--- src/demodPkg.sv ---
package demodPkg;

    // demodulation modes as held in the mode register
    typedef enum logic [2:0] {
        MODE_AM    = 3'd0,
        MODE_FM    = 3'd1,
        MODE_PM    = 3'd2,
        MODE_FSK2  = 3'd3,
        MODE_BPSK  = 3'd4,
        MODE_QPSK  = 3'd5,
        MODE_OQPSK = 3'd6
    } demodModeT;

    // dac source select codes
    typedef enum logic [2:0] {
        SRC_I     = 3'd0,
        SRC_Q     = 3'd1,
        SRC_MAG   = 3'd2,
        SRC_FREQ  = 3'd3,
        SRC_PHASE = 3'd4,
        SRC_AUTO  = 3'd5
    } dacSrcT;

    // datapath widths
    localparam int sampleWidth  = 18;
    localparam int detWidth     = 8;
    localparam int cordicStages = 12;
    localparam int angleWidth   = 16;
    localparam int addrWidth    = 12;
    localparam int dataWidth    = 32;
    localparam int countWidth   = 16;

    // atan(2^-k), full turn = 65536
    localparam logic [angleWidth-1:0] atanTable [cordicStages] = '{
        16'd8192, 16'd4836, 16'd2555, 16'd1297,
        16'd651,  16'd326,  16'd163,  16'd81,
        16'd41,   16'd20,   16'd10,   16'd5
    };

    // host address map
    localparam logic [addrWidth-1:0] modeAddr     = 12'h000;
    localparam logic [addrWidth-1:0] dacSrcBase   = 12'h010;
    localparam logic [addrWidth-1:0] dacCountBase = 12'h014;
    localparam logic [addrWidth-1:0] dacStride    = 12'h008;

endpackage

--- src/demodIfs.sv ---
`timescale 1ns/10ps

// host register bus, writes only
// reads come back combinationally on the top level rdData
interface hostBus import demodPkg::*; ();

    logic [addrWidth-1:0]   addr;
    logic [dataWidth-1:0]   wrData;
    // one enable per byte lane
    logic [dataWidth/8-1:0] wrEn;
    // global mode, from the register block
    demodModeT              mode;

    modport master (output addr, output wrData, output wrEn, input mode);
    modport regs   (input addr, input wrData, input wrEn, output mode);
    modport chan   (input addr, input wrData, input wrEn, input mode);
    modport rd     (input addr);

endinterface

// symbol rate samples plus detector outputs
// sync is a single cycle strobe, data valid in that cycle
interface sampleBus import demodPkg::*; ();

    logic                          sync;
    logic signed [sampleWidth-1:0] iSym;
    logic signed [sampleWidth-1:0] qSym;
    logic [detWidth-1:0]           phase;
    logic [detWidth-1:0]           freq;
    // magnitude is one bit wider
    logic [detWidth:0]             mag;

    modport src (output sync, output iSym, output qSym,
                 output phase, output freq, output mag);
    modport dst (input sync, input iSym, input qSym,
                 input phase, input freq, input mag);

endinterface

--- src/dacChannel.sv ---
`timescale 1ns/10ps

module dacChannel import demodPkg::*; #(
    parameter int chanIdx = 0
) (
    input  logic                   clk,
    input  logic                   arstN,
    hostBus.chan                   host,
    sampleBus.dst                  det,
    output logic                   dacSync,
    output logic [sampleWidth-1:0] dacData,
    output dacSrcT                 srcReg,
    output logic [countWidth-1:0]  sampleCount
);

    // per channel address slot
    localparam logic [addrWidth-1:0] srcAddr =
        addrWidth'(dacSrcBase + chanIdx * dacStride);
    localparam logic [addrWidth-1:0] cntAddr =
        addrWidth'(dacCountBase + chanIdx * dacStride);
    // ch0 raw I, ch1 raw Q, the rest follow the mode
    localparam dacSrcT srcInit =
        (chanIdx == 0) ? SRC_I : ((chanIdx == 1) ? SRC_Q : SRC_AUTO);
    localparam int padWidth = sampleWidth - detWidth;

    dacSrcT                 autoSrc;
    dacSrcT                 effSrc;
    logic [sampleWidth-1:0] fmtData;
    logic                   srcWrite;
    logic                   cntClear;

    // auto source picks the natural output for the mode
    always_comb begin
        case (host.mode)
            MODE_AM, MODE_BPSK: autoSrc = SRC_MAG;
            MODE_PM:            autoSrc = SRC_PHASE;
            default:            autoSrc = SRC_FREQ;
        endcase
        effSrc = (srcReg == SRC_AUTO) ? autoSrc : srcReg;
    end

    // left justify into the 18 bit dac word
    always_comb begin
        case (effSrc)
            SRC_I:     fmtData = det.iSym;
            SRC_Q:     fmtData = det.qSym;
            // mag flipped to offset binary
            SRC_MAG:   fmtData = {~det.mag[detWidth], det.mag[detWidth-1:0],
                                  {(padWidth-1){1'b0}}};
            SRC_FREQ:  fmtData = {det.freq, {padWidth{1'b0}}};
            SRC_PHASE: fmtData = {det.phase, {padWidth{1'b0}}};
            default:   fmtData = '0;
        endcase
    end

    // source in lane 0, undefined codes ignored
    assign srcWrite = host.wrEn[0] && (host.addr == srcAddr) &&
                      (host.wrData[7:0] <= 8'(SRC_AUTO));
    // any lane clears the counter
    assign cntClear = (|host.wrEn) && (host.addr == cntAddr);

    always_ff @(posedge clk or negedge arstN) begin
        if (!arstN) begin
            srcReg      <= srcInit;
            dacSync     <= 1'b0;
            sampleCount <= '0;
        end else begin
            dacSync <= det.sync;
            if (srcWrite) begin
                srcReg <= dacSrcT'(host.wrData[2:0]);
            end
            // clear wins over a same cycle count
            if (cntClear) begin
                sampleCount <= '0;
            end else if (dacSync) begin
                sampleCount <= sampleCount + 1'b1;
            end
        end
    end

    always_ff @(posedge clk) begin
        if (det.sync) begin
            dacData <= fmtData;
        end
    end

    assert property (@(posedge clk) disable iff (!arstN)
        !$isunknown(srcReg) && (srcReg inside {SRC_I, SRC_Q, SRC_MAG,
        SRC_FREQ, SRC_PHASE, SRC_AUTO}))
        else $error("dacChannel %0d: illegal source %0d", chanIdx, srcReg);

endmodule

--- src/demodRegs.sv ---
`timescale 1ns/10ps

module demodRegs import demodPkg::*; (
    input  logic                 clk,
    input  logic                 arstN,
    hostBus.regs                 host,
    output logic [dataWidth-1:0] rdData
);

    demodModeT modeReg;
    logic      modeHit;
    logic      modeLegal;

    // mode field sits in byte lane 0
    // upper lanes have no storage behind them
    assign modeHit = (host.addr == modeAddr) && host.wrEn[0];

    // codes past OQPSK leave the old mode in place
    assign modeLegal = (host.wrData[7:0] <= 8'(MODE_OQPSK));

    always_ff @(posedge clk or negedge arstN) begin
        if (!arstN) begin
            modeReg <= MODE_AM;
        end else if (modeHit && modeLegal) begin
            modeReg <= demodModeT'(host.wrData[2:0]);
        end
    end

    // mode fans out to deskew and dac channels
    assign host.mode = modeReg;

    // zero extended readback
    assign rdData = dataWidth'(modeReg);

    // mode register only ever holds a defined mode
    assert property (@(posedge clk) disable iff (!arstN)
        !$isunknown(modeReg) && (modeReg inside {MODE_AM, MODE_FM, MODE_PM,
        MODE_FSK2, MODE_BPSK, MODE_QPSK, MODE_OQPSK}))
        else $error("demodRegs: illegal mode %0d", modeReg);

endmodule

--- src/demodTop.sv ---
`timescale 1ns/10ps

module demodTop import demodPkg::*; #(
    parameter int numDacs = 3
) (
    input  logic                          clk,
    input  logic                          arstN,
    input  logic                          syncIn,
    input  logic signed [sampleWidth-1:0] iRx,
    input  logic signed [sampleWidth-1:0] qRx,
    input  logic [addrWidth-1:0]          addr,
    input  logic [dataWidth-1:0]          wrData,
    input  logic [dataWidth/8-1:0]        wrEn,
    output logic [dataWidth-1:0]          rdData,
    output logic [numDacs-1:0]            dacSync,
    output logic [sampleWidth-1:0]        dacData [numDacs]
);

    hostBus   hb ();
    // deskew to detector
    sampleBus symBus ();
    // detector to dac channels
    sampleBus detBus ();

    logic [dataWidth-1:0]  regsData;
    dacSrcT                srcRegs [numDacs];
    logic [countWidth-1:0] counts [numDacs];

    // host side of the bus comes straight from the pins
    assign hb.addr   = addr;
    assign hb.wrData = wrData;
    assign hb.wrEn   = wrEn;

    demodRegs uRegs (.clk(clk), .arstN(arstN), .host(hb), .rdData(regsData));

    symbolDeskew uDeskew (
        .clk(clk), .arstN(arstN), .syncIn(syncIn),
        .iIn(iRx), .qIn(qRx), .mode(hb.mode), .out(symBus)
    );

    fmDemod uDet (.clk(clk), .arstN(arstN), .in(symBus), .out(detBus));

    // identical channels, each at its own address slot
    for (genvar c = 0; c < numDacs; c++) begin : gDac
        dacChannel #(.chanIdx(c)) uDac (
            .clk(clk), .arstN(arstN), .host(hb), .det(detBus),
            .dacSync(dacSync[c]), .dacData(dacData[c]),
            .srcReg(srcRegs[c]), .sampleCount(counts[c])
        );
    end

    hostReadMux #(.numDacs(numDacs)) uRdMux (
        .addr(addr), .regsData(regsData),
        .srcRegs(srcRegs), .counts(counts), .rdData(rdData)
    );

    // end to end latency: deskew 1, cordic 12, detector out 1, dac 1
    assert property (@(posedge clk) disable iff (!arstN)
        syncIn |-> ##15 dacSync[0])
        else $error("demodTop: dacSync not 15 cycles after syncIn");

endmodule

--- src/fmDemod.sv ---
`timescale 1ns/10ps

module fmDemod import demodPkg::*; (
    input  logic  clk,
    input  logic  arstN,
    sampleBus.dst in,
    sampleBus.src out
);

    // two guard bits, cordic gain is about 1.65
    localparam int cw = sampleWidth + 2;

    typedef struct packed {
        logic signed [cw-1:0]  x;
        logic signed [cw-1:0]  y;
        logic [angleWidth-1:0] z;
    } cordicT;

    cordicT                        seed;
    cordicT                        stg [cordicStages];
    logic [cordicStages-1:0]       syncPipe;
    logic signed [sampleWidth-1:0] iDly [cordicStages];
    logic signed [sampleWidth-1:0] qDly [cordicStages];
    logic                          syncOut;
    logic [detWidth-1:0]           phaseNew;
    logic [detWidth-1:0]           phaseOut;
    logic [detWidth-1:0]           freqOut;
    logic [detWidth:0]             magOut;
    logic signed [sampleWidth-1:0] iOut;
    logic signed [sampleWidth-1:0] qOut;

    // one vectoring step, drives y toward zero
    function automatic cordicT rotate(cordicT v, int k);
        cordicT r;
        if (v.y < 0) begin
            // below the axis, turn counterclockwise
            r.x = v.x - (v.y >>> k);
            r.y = v.y + (v.x >>> k);
            r.z = v.z - atanTable[k];
        end else begin
            r.x = v.x + (v.y >>> k);
            r.y = v.y - (v.x >>> k);
            r.z = v.z + atanTable[k];
        end
        return r;
    endfunction

    // left half plane: flip by a half turn so the cordic converges
    always_comb begin
        if (in.iSym < 0) begin
            seed.x = -in.iSym;
            seed.y = -in.qSym;
            seed.z = 16'h8000;
        end else begin
            seed.x = in.iSym;
            seed.y = in.qSym;
            seed.z = '0;
        end
    end

    // free running pipe, sync marks the live slots
    always_ff @(posedge clk) begin
        stg[0]  <= rotate(seed, 0);
        iDly[0] <= in.iSym;
        qDly[0] <= in.qSym;
        for (int k = 1; k < cordicStages; k++) begin
            stg[k]  <= rotate(stg[k-1], k);
            iDly[k] <= iDly[k-1];
            qDly[k] <= qDly[k-1];
        end
    end

    // phase = top byte of the angle
    assign phaseNew = stg[cordicStages-1].z[angleWidth-1 -: detWidth];

    // phaseOut is the differentiator memory
    always_ff @(posedge clk or negedge arstN) begin
        if (!arstN) begin
            syncPipe <= '0;
            syncOut  <= 1'b0;
            phaseOut <= '0;
        end else begin
            syncPipe <= {syncPipe[cordicStages-2:0], in.sync};
            syncOut  <= syncPipe[cordicStages-1];
            if (syncPipe[cordicStages-1]) begin
                phaseOut <= phaseNew;
            end
        end
    end

    // output stage, held between strobes
    always_ff @(posedge clk) begin
        if (syncPipe[cordicStages-1]) begin
            // wraps mod 256
            freqOut <= phaseNew - phaseOut;
            // bits 18:10 of x
            magOut  <= stg[cordicStages-1].x[cw-2 -: detWidth+1];
            iOut    <= iDly[cordicStages-1];
            qOut    <= qDly[cordicStages-1];
        end
    end

    assign out.sync  = syncOut;
    assign out.iSym  = iOut;
    assign out.qSym  = qOut;
    assign out.phase = phaseOut;
    assign out.freq  = freqOut;
    assign out.mag   = magOut;

    assert property (@(posedge clk) disable iff (!arstN)
        !$isunknown({syncPipe, syncOut}))
        else $error("fmDemod: unknown sync in pipeline");

endmodule

--- src/hostReadMux.sv ---
`timescale 1ns/10ps

module hostReadMux import demodPkg::*; #(
    parameter int numDacs = 3
) (
    input  logic [addrWidth-1:0]  addr,
    input  logic [dataWidth-1:0]  regsData,
    input  dacSrcT                srcRegs [numDacs],
    input  logic [countWidth-1:0] counts [numDacs],
    output logic [dataWidth-1:0]  rdData
);

    // pure decode of the address
    // unmapped space reads zero
    always_comb begin
        rdData = '0;
        if (addr == modeAddr) begin
            rdData = regsData;
        end
        // channel c sits at base + c * stride
        for (int c = 0; c < numDacs; c++) begin
            if (addr == addrWidth'(dacSrcBase + c * dacStride)) begin
                rdData = dataWidth'(srcRegs[c]);
            end
            if (addr == addrWidth'(dacCountBase + c * dacStride)) begin
                rdData = dataWidth'(counts[c]);
            end
        end
    end

endmodule

--- src/symbolDeskew.sv ---
`timescale 1ns/10ps

module symbolDeskew import demodPkg::*; (
    input  logic                          clk,
    input  logic                          arstN,
    input  logic                          syncIn,
    input  logic signed [sampleWidth-1:0] iIn,
    input  logic signed [sampleWidth-1:0] qIn,
    input  demodModeT                     mode,
    sampleBus.src                         out
);

    logic                          syncReg;
    logic signed [sampleWidth-1:0] iReg;
    logic signed [sampleWidth-1:0] qReg;
    // q from the previous strobe
    logic signed [sampleWidth-1:0] qDelay;

    always_ff @(posedge clk or negedge arstN) begin
        if (!arstN) begin
            syncReg <= 1'b0;
        end else begin
            syncReg <= syncIn;
        end
    end

    // sample registers, advance on strobe only
    always_ff @(posedge clk) begin
        if (syncIn) begin
            iReg   <= iIn;
            qDelay <= qIn;
            // oqpsk: q lags i by half a symbol, pull it back one sample
            qReg   <= (mode == MODE_OQPSK) ? qDelay : qIn;
        end
    end

    assign out.sync  = syncReg;
    assign out.iSym  = iReg;
    assign out.qSym  = qReg;
    // detector fields are filled in by fmDemod
    assign out.phase = '0;
    assign out.freq  = '0;
    assign out.mag   = '0;

endmodule

--- config.mk ---
export PLATFORM = sky130hd
export DESIGN_NAME = demodTop
export DESIGN_NICKNAME = d
export VERILOG_FILES = /design/src/demodPkg.sv /design/src/demodIfs.sv /design/src/dacChannel.sv /design/src/demodRegs.sv /design/src/demodTop.sv /design/src/fmDemod.sv /design/src/hostReadMux.sv /design/src/symbolDeskew.sv
export SDC_FILE = /design/constraint.sdc
export NUM_CORES = 2
export LEC_CHECK = 0
export BUFFER_PORTS_ARGS = -buffer_cell sky130_fd_sc_hd__buf_2
export CAP_MARGIN = 20
export CORE_MARGIN = 2
export CORE_UTILIZATION = 55
export DETAILED_ROUTE_END_ITERATION = 10
export GPL_ROUTABILITY_DRIVEN = 0
export PLACE_DENSITY_LB_ADDON = 0.1
export REMOVE_ABC_BUFFERS = 1
export SLEW_MARGIN = 20
export SYNTH_ARGS = -nofsm -noshare
export SYNTH_HDL_FRONTEND = slang
export SYNTH_SLANG_ARGS = --single-unit
--- constraint.sdc ---
create_clock -name clk -period 5.25 [get_ports clk]
set_clock_uncertainty 0.05 [all_clocks]
set_input_delay 0.7875 -clock clk [delete_from_list [all_inputs] [get_ports clk]]
set_output_delay 0.7875 -clock clk [all_outputs]
set_load 0.05 [all_outputs]
# Word-level counts from Yosys, hierarchy flattened
# Memories as Yosys holds them, arrays and structs flattened. A register that Yosys moved wholly into a read port is not among the register bits.
# Index checks and enable logic that the tools add are counted.
# totals
inputBits,87
wordCells,195
latch_bits,0
n_memories,3
output_inout_bits,89
regBits,208
rom_bits,0
mem_bits_rw,1104
# memory_table
memory,words,width,read_ports,rd_ports_with_merged_regs,wr,line,text
uDet.stg,12,56,12,0,12,fmDemod.sv:20,cordicT stg [cordicStages];
uDet.iDly,12,18,12,1,12,fmDemod.sv:22,logic signed [sampleWidth-1:0] iDly [cordicStages];
uDet.qDly,12,18,12,1,12,fmDemod.sv:23,logic signed [sampleWidth-1:0] qDly [cordicStages];
# classes
bitwise_logic,1
magnitude_cmp,15
n_div,0
n_reduce_logical,21
n_eq_ne,24
shift,0
multipliers,0
muxes,34
n_addsub,77
# ops
operator,count
56-bit 2-to-1 mux,13
18-bit case mux with 5 select lines,3
20-bit by 1-bit < comparator with 1-bit output (second input constant),12
16-bit 2-to-1 mux,11
16-bit by 1-bit adder with 16-bit output (second input constant),3
12-bit by 5-bit equality test with 1-bit output (second input constant),4
20-bit by 10-bit adder with 20-bit output,2
20-bit by 11-bit adder with 20-bit output,2
20-bit by 12-bit adder with 20-bit output,2
20-bit by 13-bit adder with 20-bit output,2
20-bit by 14-bit adder with 20-bit output,2
20-bit by 15-bit adder with 20-bit output,2
20-bit by 16-bit adder with 20-bit output,2
20-bit by 17-bit adder with 20-bit output,2
20-bit by 18-bit adder with 20-bit output,2
20-bit by 19-bit adder with 20-bit output,2
20-bit by 9-bit adder with 20-bit output,2
18-bit negator with 20-bit output,2
20-bit by 10-bit subtractor with 20-bit output,2
20-bit by 11-bit subtractor with 20-bit output,2
20-bit by 12-bit subtractor with 20-bit output,2
20-bit by 13-bit subtractor with 20-bit output,2
20-bit by 14-bit subtractor with 20-bit output,2
20-bit by 15-bit subtractor with 20-bit output,2
other kinds (48),90

# Logic depth before layout (Yosys ltp)
# logic_depth
word_depth,8
ltp_mapped,18

# Cells and area by module
# A second synthesis with hierarchy kept.
# hier_totals
hier_cells,6650
area_unflattened_um2,65146.2
# by_module_without_submodules
mod,seq_area_each_um2,cells_per_inst,n_inst,area_each_um2
fmDemod,22436.5,5876,1,56031.2
symbolDeskew,1646.6,101,1,2109.5
dacChannel at gDac[1].uDac,1042.2,172,1,1946.9
dacChannel at gDac[2].uDac,1043.5,172,1,1946.9
dacChannel at gDac[0].uDac,1041.0,172,1,1944.4
hostReadMux,0.0,111,1,749.5
demodRegs,75.1,46,1,417.9

# Worst setup path after synthesis
# OpenSTA, ideal clock, no wires.
# synth_path
path_type,input -> output
from,input addr[11]
to,output rdData[0]
required_time_ps,4413
n_path_buf,0
path_slack_ps,1345
cell_stages,6
arrival_ps,3068
cell_sequence,nor4_1 nand2_1 or3_1 nor3b_1 a22oi_1 o21ai_0
# synth_between
elab_chain_cells,8
elab_cells_between_ends,14
classes_between,eq/ne: 6; mux: 7; reduce/logical: 1
# synth_lines
element,line,text
"start, declared",demodTop.sv:11,"input logic [addrWidth-1:0] addr,"
12-bit logical NOT,hostReadMux.sv:17,if (addr == modeAddr) begin
3-bit 2-to-1 mux,hostReadMux.sv:17,
3-bit 2-to-1 mux,hostReadMux.sv:22,if (addr == addrWidth'(dacSrcBase + c * dacStride)) begin
16-bit 2-to-1 mux,hostReadMux.sv:25,if (addr == addrWidth'(dacCountBase + c * dacStride)) begin
16-bit 2-to-1 mux,hostReadMux.sv:22,
16-bit 2-to-1 mux,hostReadMux.sv:25,
16-bit 2-to-1 mux,hostReadMux.sv:22,
16-bit 2-to-1 mux *,hostReadMux.sv:25,
"end, declared",demodTop.sv:14,"output logic [dataWidth-1:0] rdData,"
# Every way passes the cells marked *; elsewhere a longest branch is shown, timed or not.

==> results.rst <==
.. list-table::
   :header-rows: 1

   * - Metric
     - Value
   * - Worst Setup Path Type
     - flip-flop to flip-flop
   * - Mean instance size in the synthesized netlist
     - 9.79 µm²
   * - Die area
     - approximately 120,000 µm²
   * - Clock-pin slew on the worst setup and hold paths
     - roughly 0.07 ns
   * - Critical path data required time
     - between 5 and 6 ns
   * - Clk sink count
     - 1,259
   * - End point of the worst hold path
     - uDeskew.out.iSym[7]
   * - TritonCTS clock tree
     - built
   * - WP data arrival
     - between 5 and 6 ns
   * - CP max FO
     - 10
   * - Largest net degree at the start of global routing
     - 56
   * - Highest attainable clock frequency
     - between 200 and 250 MHz
   * - Remaining global-route overflow
     - 0
   * - Die Span Y
     - between 300 and 400 µm
   * - CTS H-tree lvls
     - 4
   * - Unique cell type count in the Yosys netlist
     - 99
   * - Worst Max-Slew Pin Slew
     - about 1.1 ns
   * - Dpl hpwl
     - around 100 mm
   * - Cell Rows
     - ~120
   * - Crit Reg-Reg Startpoint
     - uDeskew.out.iSym[0]
   * - Total CTS buffers
     - 132
   * - Flop2flop setup slack
     - a little over 0.7 ns
   * - Via count of the first global-routing pass
     - between 40,000 and 50,000
   * - DRC violation count after routing
     - 0
   * - DIE WIDTH
     - between 300 and 400 µm
   * - Top flip-flop cell by instance count after synthesis
     - dfxtp_1
   * - Starting utilization of the core area
     - 55.2%
   * - Final critical-path share of the clock period
     - a little under nine tenths
   * - Count of flip-flops with a built-in enable after synthesis
     - 161
   * - Summed negative setup slack over all endpoints
     - 0 ns
   * - Post-synthesis sequential area ratio
     - a little over two fifths
   * - Reg2Reg Depth
     - 14
   * - Port-buffer cells
     - 135
   * - Asr flop ratio synth
     - approximately 6.6%
   * - Global routing usage summed across all routing layers
     - 23.1%
   * - CTS root buf
     - clkbuf_16
   * - Largest buffer count on any clock path
     - 3
   * - Core Area
     - 114,000 µm²
   * - Number of violations reported at the end of detailed-routing iteration 0
     - about 2,800
   * - Overall via count from detail_route
     - 45,206
   * - Headroom to the max-slew limit
     - approximately 25%
   * - Resized Gates After CTS
     - 0
   * - Startpoint types
     - flip-flop
   * - Growth of design area from synthesis to finish
     - 11.3%
   * - Post-cts hold buffer count
     - 1
   * - Global-route wire length before repair
     - between 200 and 250 mm
   * - Post-detailed-route via-to-cell ratio
     - about 5.5
   * - WL final
     - 137 mm
   * - Count of warnings emitted by yosys
     - 0
   * - Hold Crit Class
     - input pin to flip-flop
   * - Fraction of layout cells with a size suffix above 1
     - under 10%
   * - Critical register-to-register path endpoint
     - uDet.stg[0][34]
   * - Final routed wire length divided by cell count
     - 16.6 µm
   * - Nets
     - 7,360
   * - Final hold violations
     - 0
   * - Total of flip-flops plus latches after synthesis
     - about 1,300
   * - Crit path capture type
     - flip-flop
   * - Worst hold path cell count
     - 1
   * - Number of max-capacitance violations reported
     - 0
   * - Number of antenna violations at the first check in global routing
     - 5
   * - Syn Inst Count
     - between 6,000 and 7,000
   * - Fillers
     - about 9,600
   * - Mapped Area
     - around 63,000 µm²
   * - Unrepaired setup endpoints after global routing
     - false
   * - Worst-Skew Late Latency
     - approximately 0.75 ns
   * - Hold Crit Start
     - iRx[7]
   * - Max Transition Viols Final
     - 0
   * - I/O pin cnt
     - around 180
   * - Run status
     - finished clean
   * - Final setup violation count
     - 0
   * - Final worst path period need
     - about 4.5 ns
   * - Post-DRT Antenna Nets
     - 0
   * - DR pass1 iterations
     - 9
   * - Post-CTS setup buffers
     - 0
[cells in the final DEF, fill, tap and decap left out, types with 27 or more instances in the layout]
cell type  instances
nor2_1           623
xnor2_1          507
o21a_1            66
dfrtp_1           78
nand4_1           42
a21o_1           125
clkbuf_16        138
mux2_2            48
edfxtp_1         161
and3_1            72
o31ai_1           28
inv_1            373
o21ai_0          243
nor3_1           192
buf_4             30
and2_1            27
fa_1              31
a222oi_1          41
a21oi_1          455
nand3_1          123
xor2_1           270
a22o_1            31
buf_2            134
clkbuf_1          28
a31oi_1           44
nor2b_1           86
nand2_1          316
a21boi_0          35
nor4_1            52
o21bai_1          57
a211oi_1          39
or3_1             50
ha_1             620
nand2b_1          76
dfxtp_1         1015
[sequential cells by signal, indices dropped and copies added, names as in the netlist, 8 cells and up]
register	cells
uDet.stg	583
uDet.iDly	216
uDet.out.iSym	18
uDet.qDly	216
gDac.uDac.sampleCount	48
gDac.uDac.dacData	54
uDeskew.qDelay	18
gDac.uDac.srcReg	9
uDeskew.out.iSym	18
uDet.out.qSym	18
uDeskew.out.qSym	18
uDet.out.freq	8
uDet.out.mag	9
uDet.syncPipe	12
uDet.out.phase	8
[cells by family (layout without fill, tap and decap cells)]
kind of cell	after synthesis	count (layout)	synth area share, %
AND/OR/NAND/NOR	1769	1769	13.5
AO/OA/AOI/OAI	1397	1397	14.6
flip-flops	1259	1259	43.3
XOR/XNOR	777	777	10.8
adder cells (fa/ha/maj)	651	651	13.3
buffers and inverters	495	783	3.17
multiplexers	74	74	1.27
other	2	20	0.0119
[per-layer routing]
| metal | wire length (µm) | vias up | GRT usage (%) | part of all wire, % |
|---|---|---|---|---|
| li1 | - | 23037 | - | - |
| met5 | 0 | - | 0 | 0 |
| met3 | 5470 | 274 | 3.07 | 4.0 |
| met1 | 61400 | 20971 | 29.5 | 45 |
| met2 | 64200 | 924 | 38.8 | 47 |
| met4 | 5820 | 0 | 10.6 | 4.3 |
[worst max-delay path: stages, from the launching register on]
cell	delay [ns]
edfxtp_1	0.46
or3_1	0.46
nand2b_1	0.20
or2_2	0.32
o31ai_1	0.34
xnor2_1	0.18
ha_1	0.52
inv_1	0.14
nor2_1	0.25
nand3_1	0.11
a211oi_1	0.45
o311ai_0	0.29
a22oi_1	0.29
a211oi_2	0.11
xor2_1	0.18
[Yosys cell counts, types with 72 or more instances]
library cell / number / area share (%)
nand3_1: 123 / 0.98
nand2_1: 316 / 1.9
nor2_1: 623 / 3.7
edfxtp_1: 161 / 7.7
nor2b_1: 88 / 0.88
nand2b_1: 76 / 0.76
dfrtp_1: 80 / 3.2
o21ai_0: 243 / 1.9
inv_1: 373 / 2.2
ha_1: 620 / 12
dfxtp_1: 1015 / 32
a21o_1: 125 / 1.5
xor2_1: 270 / 3.8
clkbuf_1: 76 / 0.45
and3_1: 72 / 0.72
xnor2_1: 507 / 7.1
a21oi_1: 455 / 3.6
nor3_1: 195 / 1.6
[stage by stage]
step | instances | hold slack [ns] | setup WS, ns | instance area (µm²) | util (%)
after global placement | 7999 | 0.260 | 0.916 | 65200 | 57.2
final | 8242 | 0.160 | 0.728 | 70000 | 61.4
after detailed placement | 7999 | 0.262 | 0.919 | 65200 | 57.2
after global routing | 8241 | 0.121 | 0.366 | 70000 | 61.4
after floorplan | 6323 | 0.260 | 1.34 | 62400 | -
after CTS | 8241 | 0.0982 | 0.804 | 70000 | 61.4
[worst max path at each step]
stage	to	slack (ns)	depth (start not counted)	from
detailed placement	uDet.stg[0][34]	0.92	14	uDeskew.out.iSym[0]
finish	uDet.stg[0][34]	0.73	14	uDeskew.out.iSym[0]
global placement	uDet.stg[0][54]	0.92	14	uDeskew.out.iSym[0]
global route	uDet.stg[0][34]	0.37	14	uDeskew.out.iSym[0]
CTS	uDet.stg[0][34]	0.80	14	uDeskew.out.iSym[0]
floorplan	rdData[0]	1.34	6	addr[11]
[layout make-up]
class / instances / area [µm²] / share of cell area (%)
Multi-Input combinational cell: 4687 / 33700 / 48.2
Antenna cell: 1 / 2.50 / 0.00358
Sequential cell: 1259 / 27200 / 38.9
Timing Repair Buffer: 165 / 906 / 1.29
Clock buffer: 188 / 3860 / 5.52
Tap cell: 1512 / 1890 / 2.70
Inverter: 377 / 1420 / 2.02
Clock inverter: 53 / 900 / 1.29
Power is not shown: default switching activity piles up to over one toggle a cycle in this logic, so the estimate is an artifact.
